--- config.mk ---
export PLATFORM = sky130hd
export DESIGN_NAME = accel_top
export DESIGN_NICKNAME = d
export VERILOG_FILES = /design/src/logic/cnn_num_pkg.sv /design/src/logic/csb_cmd_pkg.sv /design/src/logic/accel_top.sv /design/src/logic/avepool_13x13.sv /design/src/logic/cmac.sv /design/src/logic/cmd_fifo.sv /design/src/logic/csb.sv /design/src/logic/engine.sv /design/src/logic/maxpool_3x3.sv
export SDC_FILE = /design/constraint.sdc
export NUM_CORES = 2
export LEC_CHECK = 0
export ABC_AREA = 0
export ABC_CLOCK_PERIOD_IN_PS = 9100
export BUFFER_PORTS_ARGS = -buffer_cell sky130_fd_sc_hd__buf_2
export CORE_MARGIN = 10
export CORE_UTILIZATION = 41
export DETAILED_ROUTE_END_ITERATION = 8
export PLACE_DENSITY = 0.61
export RECOVER_POWER = 25
export SKIP_CTS_REPAIR_TIMING = 1
export SLEW_MARGIN = 0
export SYNTH_ARGS = -nofsm -noshare
export SYNTH_HDL_FRONTEND = slang
export SYNTH_SLANG_ARGS = --single-unit
export TNS_END_PERCENT = 100
--- constraint.sdc ---
create_clock -name okClk -period 9.1 [get_ports okClk]
set_clock_uncertainty 0.05 [all_clocks]
set_input_delay 1.82 -clock okClk [delete_from_list [all_inputs] [get_ports okClk]]
set_output_delay 1.82 -clock okClk [all_outputs]
set_load 0.01 [all_outputs]
--- src/logic/cnn_num_pkg.sv ---
// Signed Q8.8 data only; sat16 clips to the 16-bit range and never rounds
package cnn_num_pkg;

	//------------------------------
	// Sample and accumulator types
	//------------------------------
	typedef logic signed [15:0] fix16_t;   // Q8.8
	typedef logic signed [39:0] acc_t;     // Wide enough for 255 full-scale taps

	localparam int PARA      = 4;          // Convolution lanes sharing one data stream
	localparam int FRAC_BITS = 8;

	localparam fix16_t FIX_MAX = 16'sh7FFF;
	localparam fix16_t FIX_MIN = 16'sh8000;

	// One value per lane, lane 0 in the low bits
	typedef fix16_t [PARA-1:0] lane_vec_t;

	//------------------------------
	// Pool windows
	//------------------------------
	localparam int MAXPOOL_WIN = 9;
	localparam int AVEPOOL_WIN = 169;
	localparam logic [16:0] AVE_RECIP = 17'd388;  // 1/169 in Q0.16

	// Clip a wide signed value into fix16_t
	function automatic fix16_t sat16(input acc_t v);
		if (v > acc_t'(FIX_MAX))
			return FIX_MAX;
		else if (v < acc_t'(FIX_MIN))
			return FIX_MIN;
		return fix16_t'(v);
	endfunction

endpackage

--- src/logic/csb_cmd_pkg.sv ---
// Command word is 32 bits with the opcode in bits 31:30 for every view; counts of 0 are illegal
package csb_cmd_pkg;

	//------------------------------
	// Opcodes
	//------------------------------
	typedef enum logic [1:0] {
		OP_CONV    = 2'd0,
		OP_MAXPOOL = 2'd1,
		OP_AVEPOOL = 2'd2,
		OP_RSVD    = 2'd3
	} opcode_e;

	// Convolution view of the command word
	typedef struct packed {
		opcode_e             opcode;
		logic [7:0]          taps;    // Beats per result, 1 to 255
		cnn_num_pkg::fix16_t bias;
		logic [5:0]          spare;
	} conv_cmd_t;

	// Pool view, same opcode position
	typedef struct packed {
		opcode_e     opcode;
		logic [7:0]  windows;         // Windows per command, 1 to 255
		logic [21:0] spare;
	} pool_cmd_t;

	typedef union packed {
		conv_cmd_t conv;
		pool_cmd_t pool;
	} cmd_word_u;

	localparam int CMD_DEPTH = 8;                  // Power of two
	localparam int CMD_AW    = $clog2(CMD_DEPTH);

	//------------------------------
	// Operand and result beats
	//------------------------------
	typedef struct packed {
		cnn_num_pkg::fix16_t    sample;
		cnn_num_pkg::lane_vec_t weights;  // Ignored by the pool cores
	} operand_t;

	typedef struct packed {
		opcode_e                kind;
		cnn_num_pkg::lane_vec_t value;    // Pool results in lane 0 only
	} result_t;

endpackage

--- src/logic/accel_top.sv ---
// No back-pressure on results; out_valid is a single-cycle pulse that must be taken at once
`timescale 1ns/100ps

module accel_top (
	input  logic                   okClk,
	input  logic                   rst,
	input  logic                   cmd_wr,
	input  csb_cmd_pkg::cmd_word_u cmd,
	output logic                   cmd_full,
	input  logic                   in_valid,
	input  csb_cmd_pkg::operand_t  in_op,
	output logic                   in_ready,
	output logic                   out_valid,
	output csb_cmd_pkg::result_t   out_res,
	output logic                   cmd_err
);
	import cnn_num_pkg::*;
	import csb_cmd_pkg::*;

	cmd_word_u  head_cmd;
	logic       head_empty;
	logic       pop;
	logic       op_valid;
	logic       conv_ready;
	logic       maxpool_ready;
	logic       avepool_ready;
	logic [7:0] conv_taps;
	fix16_t     conv_bias;
	logic       conv_valid;
	logic       maxpool_valid;
	logic       avepool_valid;

	cmd_fifo u_cmd_fifo (
		.okClk (okClk),
		.rst   (rst),
		.wr    (cmd_wr),
		.wdata (cmd),
		.pop   (pop),
		.rdata (head_cmd),
		.empty (head_empty),
		.full  (cmd_full)
	);

	csb u_csb (
		.okClk         (okClk),
		.rst           (rst),
		.fifo_empty    (head_empty),
		.fifo_cmd      (head_cmd),
		.pop           (pop),
		.in_valid      (in_valid),
		.op_valid      (op_valid),
		.conv_ready    (conv_ready),
		.maxpool_ready (maxpool_ready),
		.avepool_ready (avepool_ready),
		.conv_taps     (conv_taps),
		.conv_bias     (conv_bias),
		.conv_valid    (conv_valid),
		.maxpool_valid (maxpool_valid),
		.avepool_valid (avepool_valid),
		.in_ready      (in_ready),
		.cmd_err       (cmd_err)
	);

	engine u_engine (
		.okClk         (okClk),
		.rst           (rst),
		.conv_ready    (conv_ready),
		.maxpool_ready (maxpool_ready),
		.avepool_ready (avepool_ready),
		.op_valid      (op_valid),
		.op            (in_op),
		.conv_taps     (conv_taps),
		.conv_bias     (conv_bias),
		.conv_valid    (conv_valid),
		.maxpool_valid (maxpool_valid),
		.avepool_valid (avepool_valid),
		.res_valid     (out_valid),
		.res           (out_res)
	);

endmodule

--- src/logic/avepool_13x13.sv ---
// Mean is sum * 388 >>> 16, truncated toward minus infinity and clipped to Q8.8
`timescale 1ns/100ps

module avepool_13x13 (
	input  logic                okClk,
	input  logic                rst,
	input  logic                pool_ready,
	input  logic                op_valid,
	input  cnn_num_pkg::fix16_t data,
	output cnn_num_pkg::fix16_t om,
	output logic                pool_valid
);
	import cnn_num_pkg::*;

	logic [7:0] cnt;               // 0 to 168
	acc_t       sum_q;
	acc_t       sum_next;
	acc_t       mul_in;
	acc_t       prod;
	logic       beat;
	logic       win_end;
	logic       mul_v;

	assign beat    = pool_ready && op_valid;
	assign win_end = (cnt == 8'(AVEPOOL_WIN - 1));

	//------------------------------
	// Sum stage
	//------------------------------
	assign sum_next = ((cnt == 8'd0) ? acc_t'(0) : sum_q) + acc_t'(data);

	always_ff @(posedge okClk) begin
		if (rst) begin
			cnt        <= '0;
			mul_v      <= 1'b0;
			pool_valid <= 1'b0;
		end else begin
			mul_v      <= beat && win_end;
			pool_valid <= mul_v;
			if (!pool_ready)
				cnt <= '0;
			else if (beat)
				cnt <= win_end ? 8'd0 : cnt + 8'd1;
		end
	end

	always_ff @(posedge okClk) begin
		if (beat)
			sum_q <= sum_next;
		if (beat && win_end)
			mul_in <= sum_next;    // Frees the sum for the next window
	end

	//------------------------------
	// Reciprocal multiply stage
	//------------------------------
	assign prod = mul_in * acc_t'(AVE_RECIP);

	always_ff @(posedge okClk) begin
		if (mul_v)
			om <= sat16(prod >>> 16);  // Back from Q0.16
	end

endmodule

--- src/logic/cmac.sv ---
// Accumulator is cleared only by start; result is (sum >>> 8) + bias, clipped to Q8.8
`timescale 1ns/100ps

module cmac (
	input  logic                okClk,
	input  logic                rst,
	input  logic                start,
	input  logic                op_valid,
	input  cnn_num_pkg::fix16_t data,
	input  cnn_num_pkg::fix16_t weight,
	input  logic                last,
	input  cnn_num_pkg::fix16_t bias,
	output cnn_num_pkg::fix16_t result,
	output logic                conv_valid
);
	import cnn_num_pkg::*;

	logic signed [31:0] prod_q;    // Q16.16
	logic               p_valid;
	logic               p_last;
	acc_t               acc_q;
	acc_t               acc_next;

	//------------------------------
	// Stage 1, product
	//------------------------------
	always_ff @(posedge okClk) begin
		if (rst) begin
			p_valid <= 1'b0;
			p_last  <= 1'b0;
		end else begin
			p_valid <= op_valid;
			p_last  <= op_valid && last;
		end
	end

	always_ff @(posedge okClk) begin
		if (op_valid)
			prod_q <= data * weight;
	end

	//------------------------------
	// Stage 2, accumulate
	//------------------------------
	assign acc_next = acc_q + acc_t'(prod_q);

	always_ff @(posedge okClk) begin
		if (start)
			acc_q <= '0;               // First beat lands here one cycle later
		else if (p_valid)
			acc_q <= acc_next;
	end

	always_ff @(posedge okClk) begin
		if (p_last)
			result <= sat16((acc_next >>> FRAC_BITS) + acc_t'(bias));
	end

	always_ff @(posedge okClk) begin
		if (rst)
			conv_valid <= 1'b0;
		else
			conv_valid <= p_last;
	end

endmodule

--- src/logic/cmd_fifo.sv ---
// Writes while full are dropped, a pop on an empty queue is ignored, and rdata is the head
`timescale 1ns/100ps

module cmd_fifo (
	input  logic                   okClk,
	input  logic                   rst,
	input  logic                   wr,
	input  csb_cmd_pkg::cmd_word_u wdata,
	input  logic                   pop,
	output csb_cmd_pkg::cmd_word_u rdata,
	output logic                   empty,
	output logic                   full
);
	import csb_cmd_pkg::*;

	cmd_word_u         mem [CMD_DEPTH];
	logic [CMD_AW-1:0] wr_ptr;
	logic [CMD_AW-1:0] rd_ptr;
	logic [CMD_AW:0]   count;
	logic              do_wr;
	logic              do_rd;

	assign do_wr = wr && !full;
	assign do_rd = pop && !empty;
	assign empty = (count == '0);
	assign full  = (count == (CMD_AW+1)'(CMD_DEPTH));
	assign rdata = mem[rd_ptr];

	always_ff @(posedge okClk) begin
		if (do_wr)
			mem[wr_ptr] <= wdata;
	end

	// Pointers wrap naturally
	always_ff @(posedge okClk) begin
		if (rst) begin
			wr_ptr <= '0;
			rd_ptr <= '0;
			count  <= '0;
		end else begin
			if (do_wr)
				wr_ptr <= wr_ptr + 1'b1;
			if (do_rd)
				rd_ptr <= rd_ptr + 1'b1;
			case ({do_wr, do_rd})
				2'b10:   count <= count + 1'b1;
				2'b01:   count <= count - 1'b1;
				default: count <= count;
			endcase
		end
	end

	// A refused write leaves the queue full with both pointers on the same slot
	a_full_write: assert property (@(posedge okClk) disable iff (rst)
		(wr && full && !pop) |=> (full && (wr_ptr == rd_ptr)))
		else $error("cmd_fifo: write while full reached the queue");

endmodule

--- src/logic/csb.sv ---
// One command at a time; the operand source must hold in_valid low while in_ready is low
`timescale 1ns/100ps

module csb (
	input  logic                   okClk,
	input  logic                   rst,
	input  logic                   fifo_empty,
	input  csb_cmd_pkg::cmd_word_u fifo_cmd,
	output logic                   pop,
	input  logic                   in_valid,
	output logic                   op_valid,
	output logic                   conv_ready,
	output logic                   maxpool_ready,
	output logic                   avepool_ready,
	output logic [7:0]             conv_taps,
	output cnn_num_pkg::fix16_t    conv_bias,
	input  logic                   conv_valid,
	input  logic                   maxpool_valid,
	input  logic                   avepool_valid,
	output logic                   in_ready,
	output logic                   cmd_err
);
	import cnn_num_pkg::*;
	import csb_cmd_pkg::*;

	typedef enum logic [1:0] {S_IDLE, S_LOAD, S_RUN, S_DRAIN} state_e;

	state_e      state;
	opcode_e     op_q;
	logic [15:0] op_cnt;
	logic [15:0] op_total;
	logic [15:0] load_total;
	logic [7:0]  res_cnt;
	logic [7:0]  res_total;
	logic [7:0]  load_res;
	logic        res_pulse;
	logic        last_op;

	//------------------------------
	// Decode of the head command
	//------------------------------
	always_comb begin
		case (fifo_cmd.conv.opcode)
			OP_CONV: begin
				load_total = {8'd0, fifo_cmd.conv.taps};
				load_res   = 8'd1;                     // All lanes report together
			end
			OP_MAXPOOL: begin
				load_total = 16'(fifo_cmd.pool.windows * MAXPOOL_WIN);
				load_res   = fifo_cmd.pool.windows;
			end
			OP_AVEPOOL: begin
				load_total = 16'(fifo_cmd.pool.windows * AVEPOOL_WIN);
				load_res   = fifo_cmd.pool.windows;
			end
			default: begin
				load_total = '0;
				load_res   = '0;
			end
		endcase
	end

	assign pop     = (state == S_LOAD);
	assign cmd_err = pop && (fifo_cmd.conv.opcode == OP_RSVD);

	assign conv_ready    = (state == S_RUN) && (op_q == OP_CONV);
	assign maxpool_ready = (state == S_RUN) && (op_q == OP_MAXPOOL);
	assign avepool_ready = (state == S_RUN) && (op_q == OP_AVEPOOL);
	assign in_ready      = conv_ready | maxpool_ready | avepool_ready;

	assign op_valid  = in_valid && in_ready;
	assign res_pulse = conv_valid | maxpool_valid | avepool_valid;
	assign last_op   = op_valid && (op_cnt == op_total - 16'd1);

	//------------------------------
	// Sequencer FSM
	//------------------------------
	always_ff @(posedge okClk) begin
		if (rst) begin
			state   <= S_IDLE;
			op_q    <= OP_CONV;
			op_cnt  <= '0;
			res_cnt <= '0;
		end else begin
			case (state)
				S_IDLE: if (!fifo_empty) state <= S_LOAD;
				S_LOAD: begin
					op_q    <= fifo_cmd.conv.opcode;
					op_cnt  <= '0;
					res_cnt <= '0;
					state   <= (fifo_cmd.conv.opcode == OP_RSVD) ? S_IDLE : S_RUN;
				end
				S_RUN: begin
					if (op_valid)
						op_cnt <= op_cnt + 16'd1;
					if (res_pulse)
						res_cnt <= res_cnt + 8'd1;     // Max-pool windows finish mid-stream
					if (last_op)
						state <= S_DRAIN;
				end
				S_DRAIN: begin
					if (res_pulse)
						res_cnt <= res_cnt + 8'd1;
					if (res_cnt + {7'd0, res_pulse} == res_total)
						state <= S_IDLE;
				end
				default: state <= S_IDLE;
			endcase
		end
	end

	// Command fields held for the engine
	always_ff @(posedge okClk) begin
		if (state == S_LOAD) begin
			conv_taps <= fifo_cmd.conv.taps;
			conv_bias <= fifo_cmd.conv.bias;
			op_total  <= load_total;
			res_total <= load_res;
		end
	end

	a_ready_onehot: assert property (@(posedge okClk) disable iff (rst)
		$onehot0({conv_ready, maxpool_ready, avepool_ready}))
		else $error("csb: more than one core enabled");

	a_no_early_data: assert property (@(posedge okClk) disable iff (rst)
		in_valid |-> in_ready)
		else $error("csb: operand presented while in_ready low");

endmodule

--- src/logic/engine.sv ---
// Results leave unregistered from the cores; at most one core reports in any cycle
`timescale 1ns/100ps

module engine (
	input  logic                  okClk,
	input  logic                  rst,
	input  logic                  conv_ready,
	input  logic                  maxpool_ready,
	input  logic                  avepool_ready,
	input  logic                  op_valid,
	input  csb_cmd_pkg::operand_t op,
	input  logic [7:0]            conv_taps,
	input  cnn_num_pkg::fix16_t   conv_bias,
	output logic                  conv_valid,
	output logic                  maxpool_valid,
	output logic                  avepool_valid,
	output logic                  res_valid,
	output csb_cmd_pkg::result_t  res
);
	import cnn_num_pkg::*;
	import csb_cmd_pkg::*;

	logic            conv_ready_q;
	logic            start;
	logic            conv_beat;
	logic            last;
	logic [7:0]      tap_cnt;
	logic [7:0]      tap_cur;
	logic [PARA-1:0] lane_valid;
	lane_vec_t       lane_res;
	fix16_t          max_om;
	fix16_t          ave_om;

	//------------------------------
	// Tap tracking
	//------------------------------
	assign start     = conv_ready && !conv_ready_q;
	assign conv_beat = conv_ready && op_valid;
	assign tap_cur   = start ? 8'd0 : tap_cnt;     // First beat may share the start cycle
	assign last      = conv_beat && (tap_cur == conv_taps - 8'd1);

	always_ff @(posedge okClk) begin
		if (rst) begin
			conv_ready_q <= 1'b0;
			tap_cnt      <= '0;
		end else begin
			conv_ready_q <= conv_ready;
			tap_cnt      <= tap_cur + {7'd0, conv_beat};
		end
	end

	// Shared data, one weight per lane
	for (genvar i = 0; i < PARA; i++) begin : g_lane
		cmac u_cmac (
			.okClk      (okClk),
			.rst        (rst),
			.start      (start),
			.op_valid   (conv_beat),
			.data       (op.sample),
			.weight     (op.weights[i]),
			.last       (last),
			.bias       (conv_bias),
			.result     (lane_res[i]),
			.conv_valid (lane_valid[i])
		);
	end

	assign conv_valid = &lane_valid;

	maxpool_3x3 u_maxpool (
		.okClk      (okClk),
		.rst        (rst),
		.pool_ready (maxpool_ready),
		.op_valid   (op_valid),
		.data       (op.sample),
		.om         (max_om),
		.pool_valid (maxpool_valid)
	);

	avepool_13x13 u_avepool (
		.okClk      (okClk),
		.rst        (rst),
		.pool_ready (avepool_ready),
		.op_valid   (op_valid),
		.data       (op.sample),
		.om         (ave_om),
		.pool_valid (avepool_valid)
	);

	//------------------------------
	// Result merge
	//------------------------------
	assign res_valid = conv_valid | maxpool_valid | avepool_valid;

	always_comb begin
		res = '0;
		if (conv_valid) begin
			res.kind  = OP_CONV;
			res.value = lane_res;
		end else if (maxpool_valid) begin
			res.kind     = OP_MAXPOOL;
			res.value[0] = max_om;
		end else if (avepool_valid) begin
			res.kind     = OP_AVEPOOL;
			res.value[0] = ave_om;
		end
	end

	a_one_result: assert property (@(posedge okClk) disable iff (rst)
		$onehot0({conv_valid, maxpool_valid, avepool_valid}))
		else $error("engine: two cores reported in one cycle");

endmodule

--- src/logic/maxpool_3x3.sv ---
// Window position restarts whenever pool_ready is low; beats arrive in any order within a window
`timescale 1ns/100ps

module maxpool_3x3 (
	input  logic                okClk,
	input  logic                rst,
	input  logic                pool_ready,
	input  logic                op_valid,
	input  cnn_num_pkg::fix16_t data,
	output cnn_num_pkg::fix16_t om,
	output logic                pool_valid
);
	import cnn_num_pkg::*;

	logic [3:0] cnt;               // 0 to 8
	fix16_t     max_q;
	fix16_t     cur_max;
	logic       beat;
	logic       win_end;

	assign beat    = pool_ready && op_valid;
	assign win_end = (cnt == 4'(MAXPOOL_WIN - 1));

	// First beat of a window always wins
	assign cur_max = (cnt == 4'd0 || data > max_q) ? data : max_q;

	always_ff @(posedge okClk) begin
		if (rst) begin
			cnt        <= '0;
			pool_valid <= 1'b0;
		end else begin
			pool_valid <= beat && win_end;
			if (!pool_ready)
				cnt <= '0;
			else if (beat)
				cnt <= win_end ? 4'd0 : cnt + 4'd1;
		end
	end

	always_ff @(posedge okClk) begin
		if (beat)
			max_q <= cur_max;
		if (beat && win_end)
			om <= cur_max;
	end

endmodule

==> key figures <==
Status
  • Outcome: finished with violations
  • Violated checks: max-capacitance violations, max-slew violations

Setup path
  • Critical path class: in -> reg
  • Crit-path slowest cell: clkbuf_1
  • Crit-path most repeated cell: fa_1
  • Worst setup SP type: input port
  • Crit path DAT: just under 9000 ps
  • Required time worst endpoint: between 9000 and 10,000 ps
  • Crit Path Max Fanout: 30
  • Worst Setup End Kind: flop
  • Crit-path max cell delay: 1150 ps

Logic synthesis
  • Yosys Warn Count: 0
  • Synth Net Count: approximately 11,000
  • Synth top area share: 0.243
  • Fraction of the yosys area taken by sequential cells: 0.241
  • Avg Inst Size Synth: a little under 10 µm²
  • Dominant cells by area after synthesis: fa_1 (24%), edfxtp_1 (19%), ha_1 (12%)
  • Commonest cells in the netlist: inv_1 (1,477), fa_1 (1,095), ha_1 (865), nand2_1 (842), edfxtp_1 (572)
  • Synth Flop Type: edfxtp_1
  • Cell with the most instances after synthesis: inv_1
  • Mapped Cells: 9,161
  • Yosys reg bits: 800
  • Largest area contributor in the netlist: fa_1
  • Async S/R FF share, synth: 0
  • Area of the mapped netlist: about 90,000 µm²
  • Number of synthesized flops with an enable pin: approximately 570
  • Netlist cell types: around 110

Route
  • Met2 wire length: 109 mm
  • Residual DRC count: 0
  • TritonRoute pass-1 iters: 5
  • 1st-iter DRT viols: a little under 4,000
  • Wire per inst: ~19 µm
  • Max layer used: met5
  • Antenna Nets Post-Route: 0
  • Drt via density: 5.30
  • Via count: 64,700
  • Met3 wire length: between 10 and 15 mm
  • DRT Wirelength: approximately 230 mm
  • Metal-1 WL: between 100 and 150 mm

Global route
  • Antenna violations before repair: 27
  • Vias in the first global route: 66,700
  • Largest net degree at the start of global routing: about 150
  • Gr usage total: 0.195
  • Grt total ovfl: 0
  • First-pass GRT wire length: between 300 and 400 mm

Timing
  • Final hold violations: 0
  • Period Utilization, post-route: 0.928
  • Finish-stage setup viols: 0
  • Slew Limit Fails: around 340
  • Max Clock Freq: ~0.12 GHz
  • Fin crit period: 8450 ps
  • Worst-margin pin slew: 7790 ps
  • Post-route setup slack: 651 ps
  • Rel. slew slack: -4.20
  • Total negative slack: 0 ps
  • RSZ-0062 raised after global routing: no

Floorplan
  • CORE AREA: 219,000 µm²
  • Initial Util: 0.411
  • Die W: between 400 and 500 µm
  • Die height: between 400 and 500 µm
  • Site Rows: around 170
  • Die footprint: 239,000 µm²
  • IO Pins: roughly 190

Hold path
  • Hold Path Class: reg -> reg

Placement
  • PortBufs: around 180
  • Pre-CTS WS: ~180 ps
  • DP Wirelength: between 150 and 200 mm
  • GP Congestion: roughly 0.9

Clocking
  • CTS buffer count: 89
  • Max Root-Sink Buffers: 3
  • Clock Sinks: 800
  • Skew-Pair Late Insertion Delay: roughly 740 ps
  • Worst-path clk slew: about 60 ps
  • H-tree Lvls: 3
  • Clk Tree Root Cell: clkbuf_16
  • CTS tree: done

Run
  • Max-cap viol count: 5

Final layout
  • Layout Area Growth over Synthesis: 8.40%
  • Share of layout cells above drive strength 1: 0.0638
  • NumNets Final: between 10,000 and 15,000
-- kinds of logic after synthesis --
family	share of synthesized area
xor+xnor	0.0523
simple gates	0.133
buf+inv	0.0747
compound gates	0.101
flops	0.241
mux	0.0343
fa+ha+maj	0.363
-- critical path: cells and delay by family --
family                   cells  cell delay (ps)
AND/OR/NAND/NOR              4              860
XOR/XNOR                     1              160
buffers and inverters        7             1800
AO/OA/AOI/OAI                6             1430
adder cells (fa/ha/maj)      7             2690
-- routing by layer --
layer | up-vias | track usage
li1 | 30300 | -
met1 | 32500 | 0.272
met2 | 1505 | 0.322
met3 | 308 | 0.0248
met4 | 24 | 0.0485
met5 | - | 0
-- layout make-up --
| class | count | area, µm² |
|---|---|---|
| fillers | 20700 | 122000 |
| clock inverters | 59 | 704 |
| repair buffers | 301 | 1950 |
| diodes | 13 | 32.5 |
| flip-flops and latches | 800 | 21800 |
| multi-input cells | 6576 | 61800 |
| well taps | 2871 | 3590 |
| clock buffers | 109 | 2420 |
| inverters | 1478 | 5550 |
-- placed cells by master, fill, tap and decap left out, types with 15 or more instances in the layout --
master,Yosys,final
a21o_1,223,223
nand3_1,115,115
and3_1,46,46
clkbuf_1,275,43
xnor2_1,342,342
buf_4,0,103
inv_1,1477,1477
buf_12,0,15
nand2_1,842,842
a22oi_1,21,21
mux2i_1,150,149
nand2b_1,109,109
ha_1,865,865
dfxtp_1,228,224
clkinv_2,0,16
o21ai_1,23,23
mux4_2,52,52
fa_1,1095,1095
o211ai_1,23,23
nor2_1,466,464
nand4_1,52,52
a211oi_1,53,53
o21a_1,72,72
o21ai_0,244,244
nor2b_1,57,57
xor2_1,197,197
and2_1,532,531
edfxtp_1,572,572
mux2_2,37,37
o31ai_1,25,25
buf_2,11,151
a31oi_1,49,49
and4_1,16,16
clkbuf_16,0,92
o21bai_1,73,73
nor4_1,27,26
or3_1,29,29
a21oi_1,389,389
nor3_1,99,95
-- path summary, 6_finish.rpt --
check,from,to,slack [ps],cells after the start
worst max-delay path,in_op[64],u_engine.g_lane[3].u_cmac.prod_q[30],650,25
worst min-delay path,u_engine.g_lane[3].u_cmac.acc_q[23],u_engine.g_lane[3].u_cmac.acc_q[23],420,2
worst max register to register,flop,u_engine.g_lane[2].u_cmac.p_last,1130,7
worst min register to register,u_engine.g_lane[3].u_cmac.acc_q[23],u_engine.g_lane[3].u_cmac.acc_q[23],420,2
-- per-stage QoR --
step                       util  cell area [µm²]  instances  hold slack [ps]
after floorplan               -            90200       9161              395
after global placement    0.432            94700      12000              408
final                     0.446            97800      12200              424
after CTS                 0.446            97800      12200              426
after detailed placement  0.432            94700      12000              418
after global routing      0.446            97700      12200              454
-- state kept, by name (all words and copies together), names as in the netlist, 4 cells and up, named ones only --
| register | count |
|---|---|
| u_csb.op_total | 16 |
| u_csb.conv_taps | 8 |
| u_engine.g_lane.u_cmac.acc_q | 160 |
| u_engine.u_avepool.mul_in | 38 |
| u_engine.u_avepool.om | 16 |
| u_csb.op_cnt | 16 |
| u_engine.u_maxpool.om | 16 |
| u_engine.u_maxpool.cnt | 4 |
| u_engine.tap_cnt | 8 |
| u_csb.res_cnt | 8 |
| u_cmd_fifo.mem | 208 |
| u_engine.u_avepool.cnt | 8 |
| u_engine.g_lane.u_cmac.result | 64 |
| u_engine.g_lane.u_cmac.prod_q | 128 |
| u_cmd_fifo.count | 4 |
| u_csb.res_total | 8 |
| u_engine.u_avepool.sum_q | 38 |
| u_engine.u_maxpool.max_q | 16 |
| u_csb.conv_bias | 16 |
Power is not shown: default switching activity piles up to over one toggle a cycle in this logic, so the estimate is an artifact.
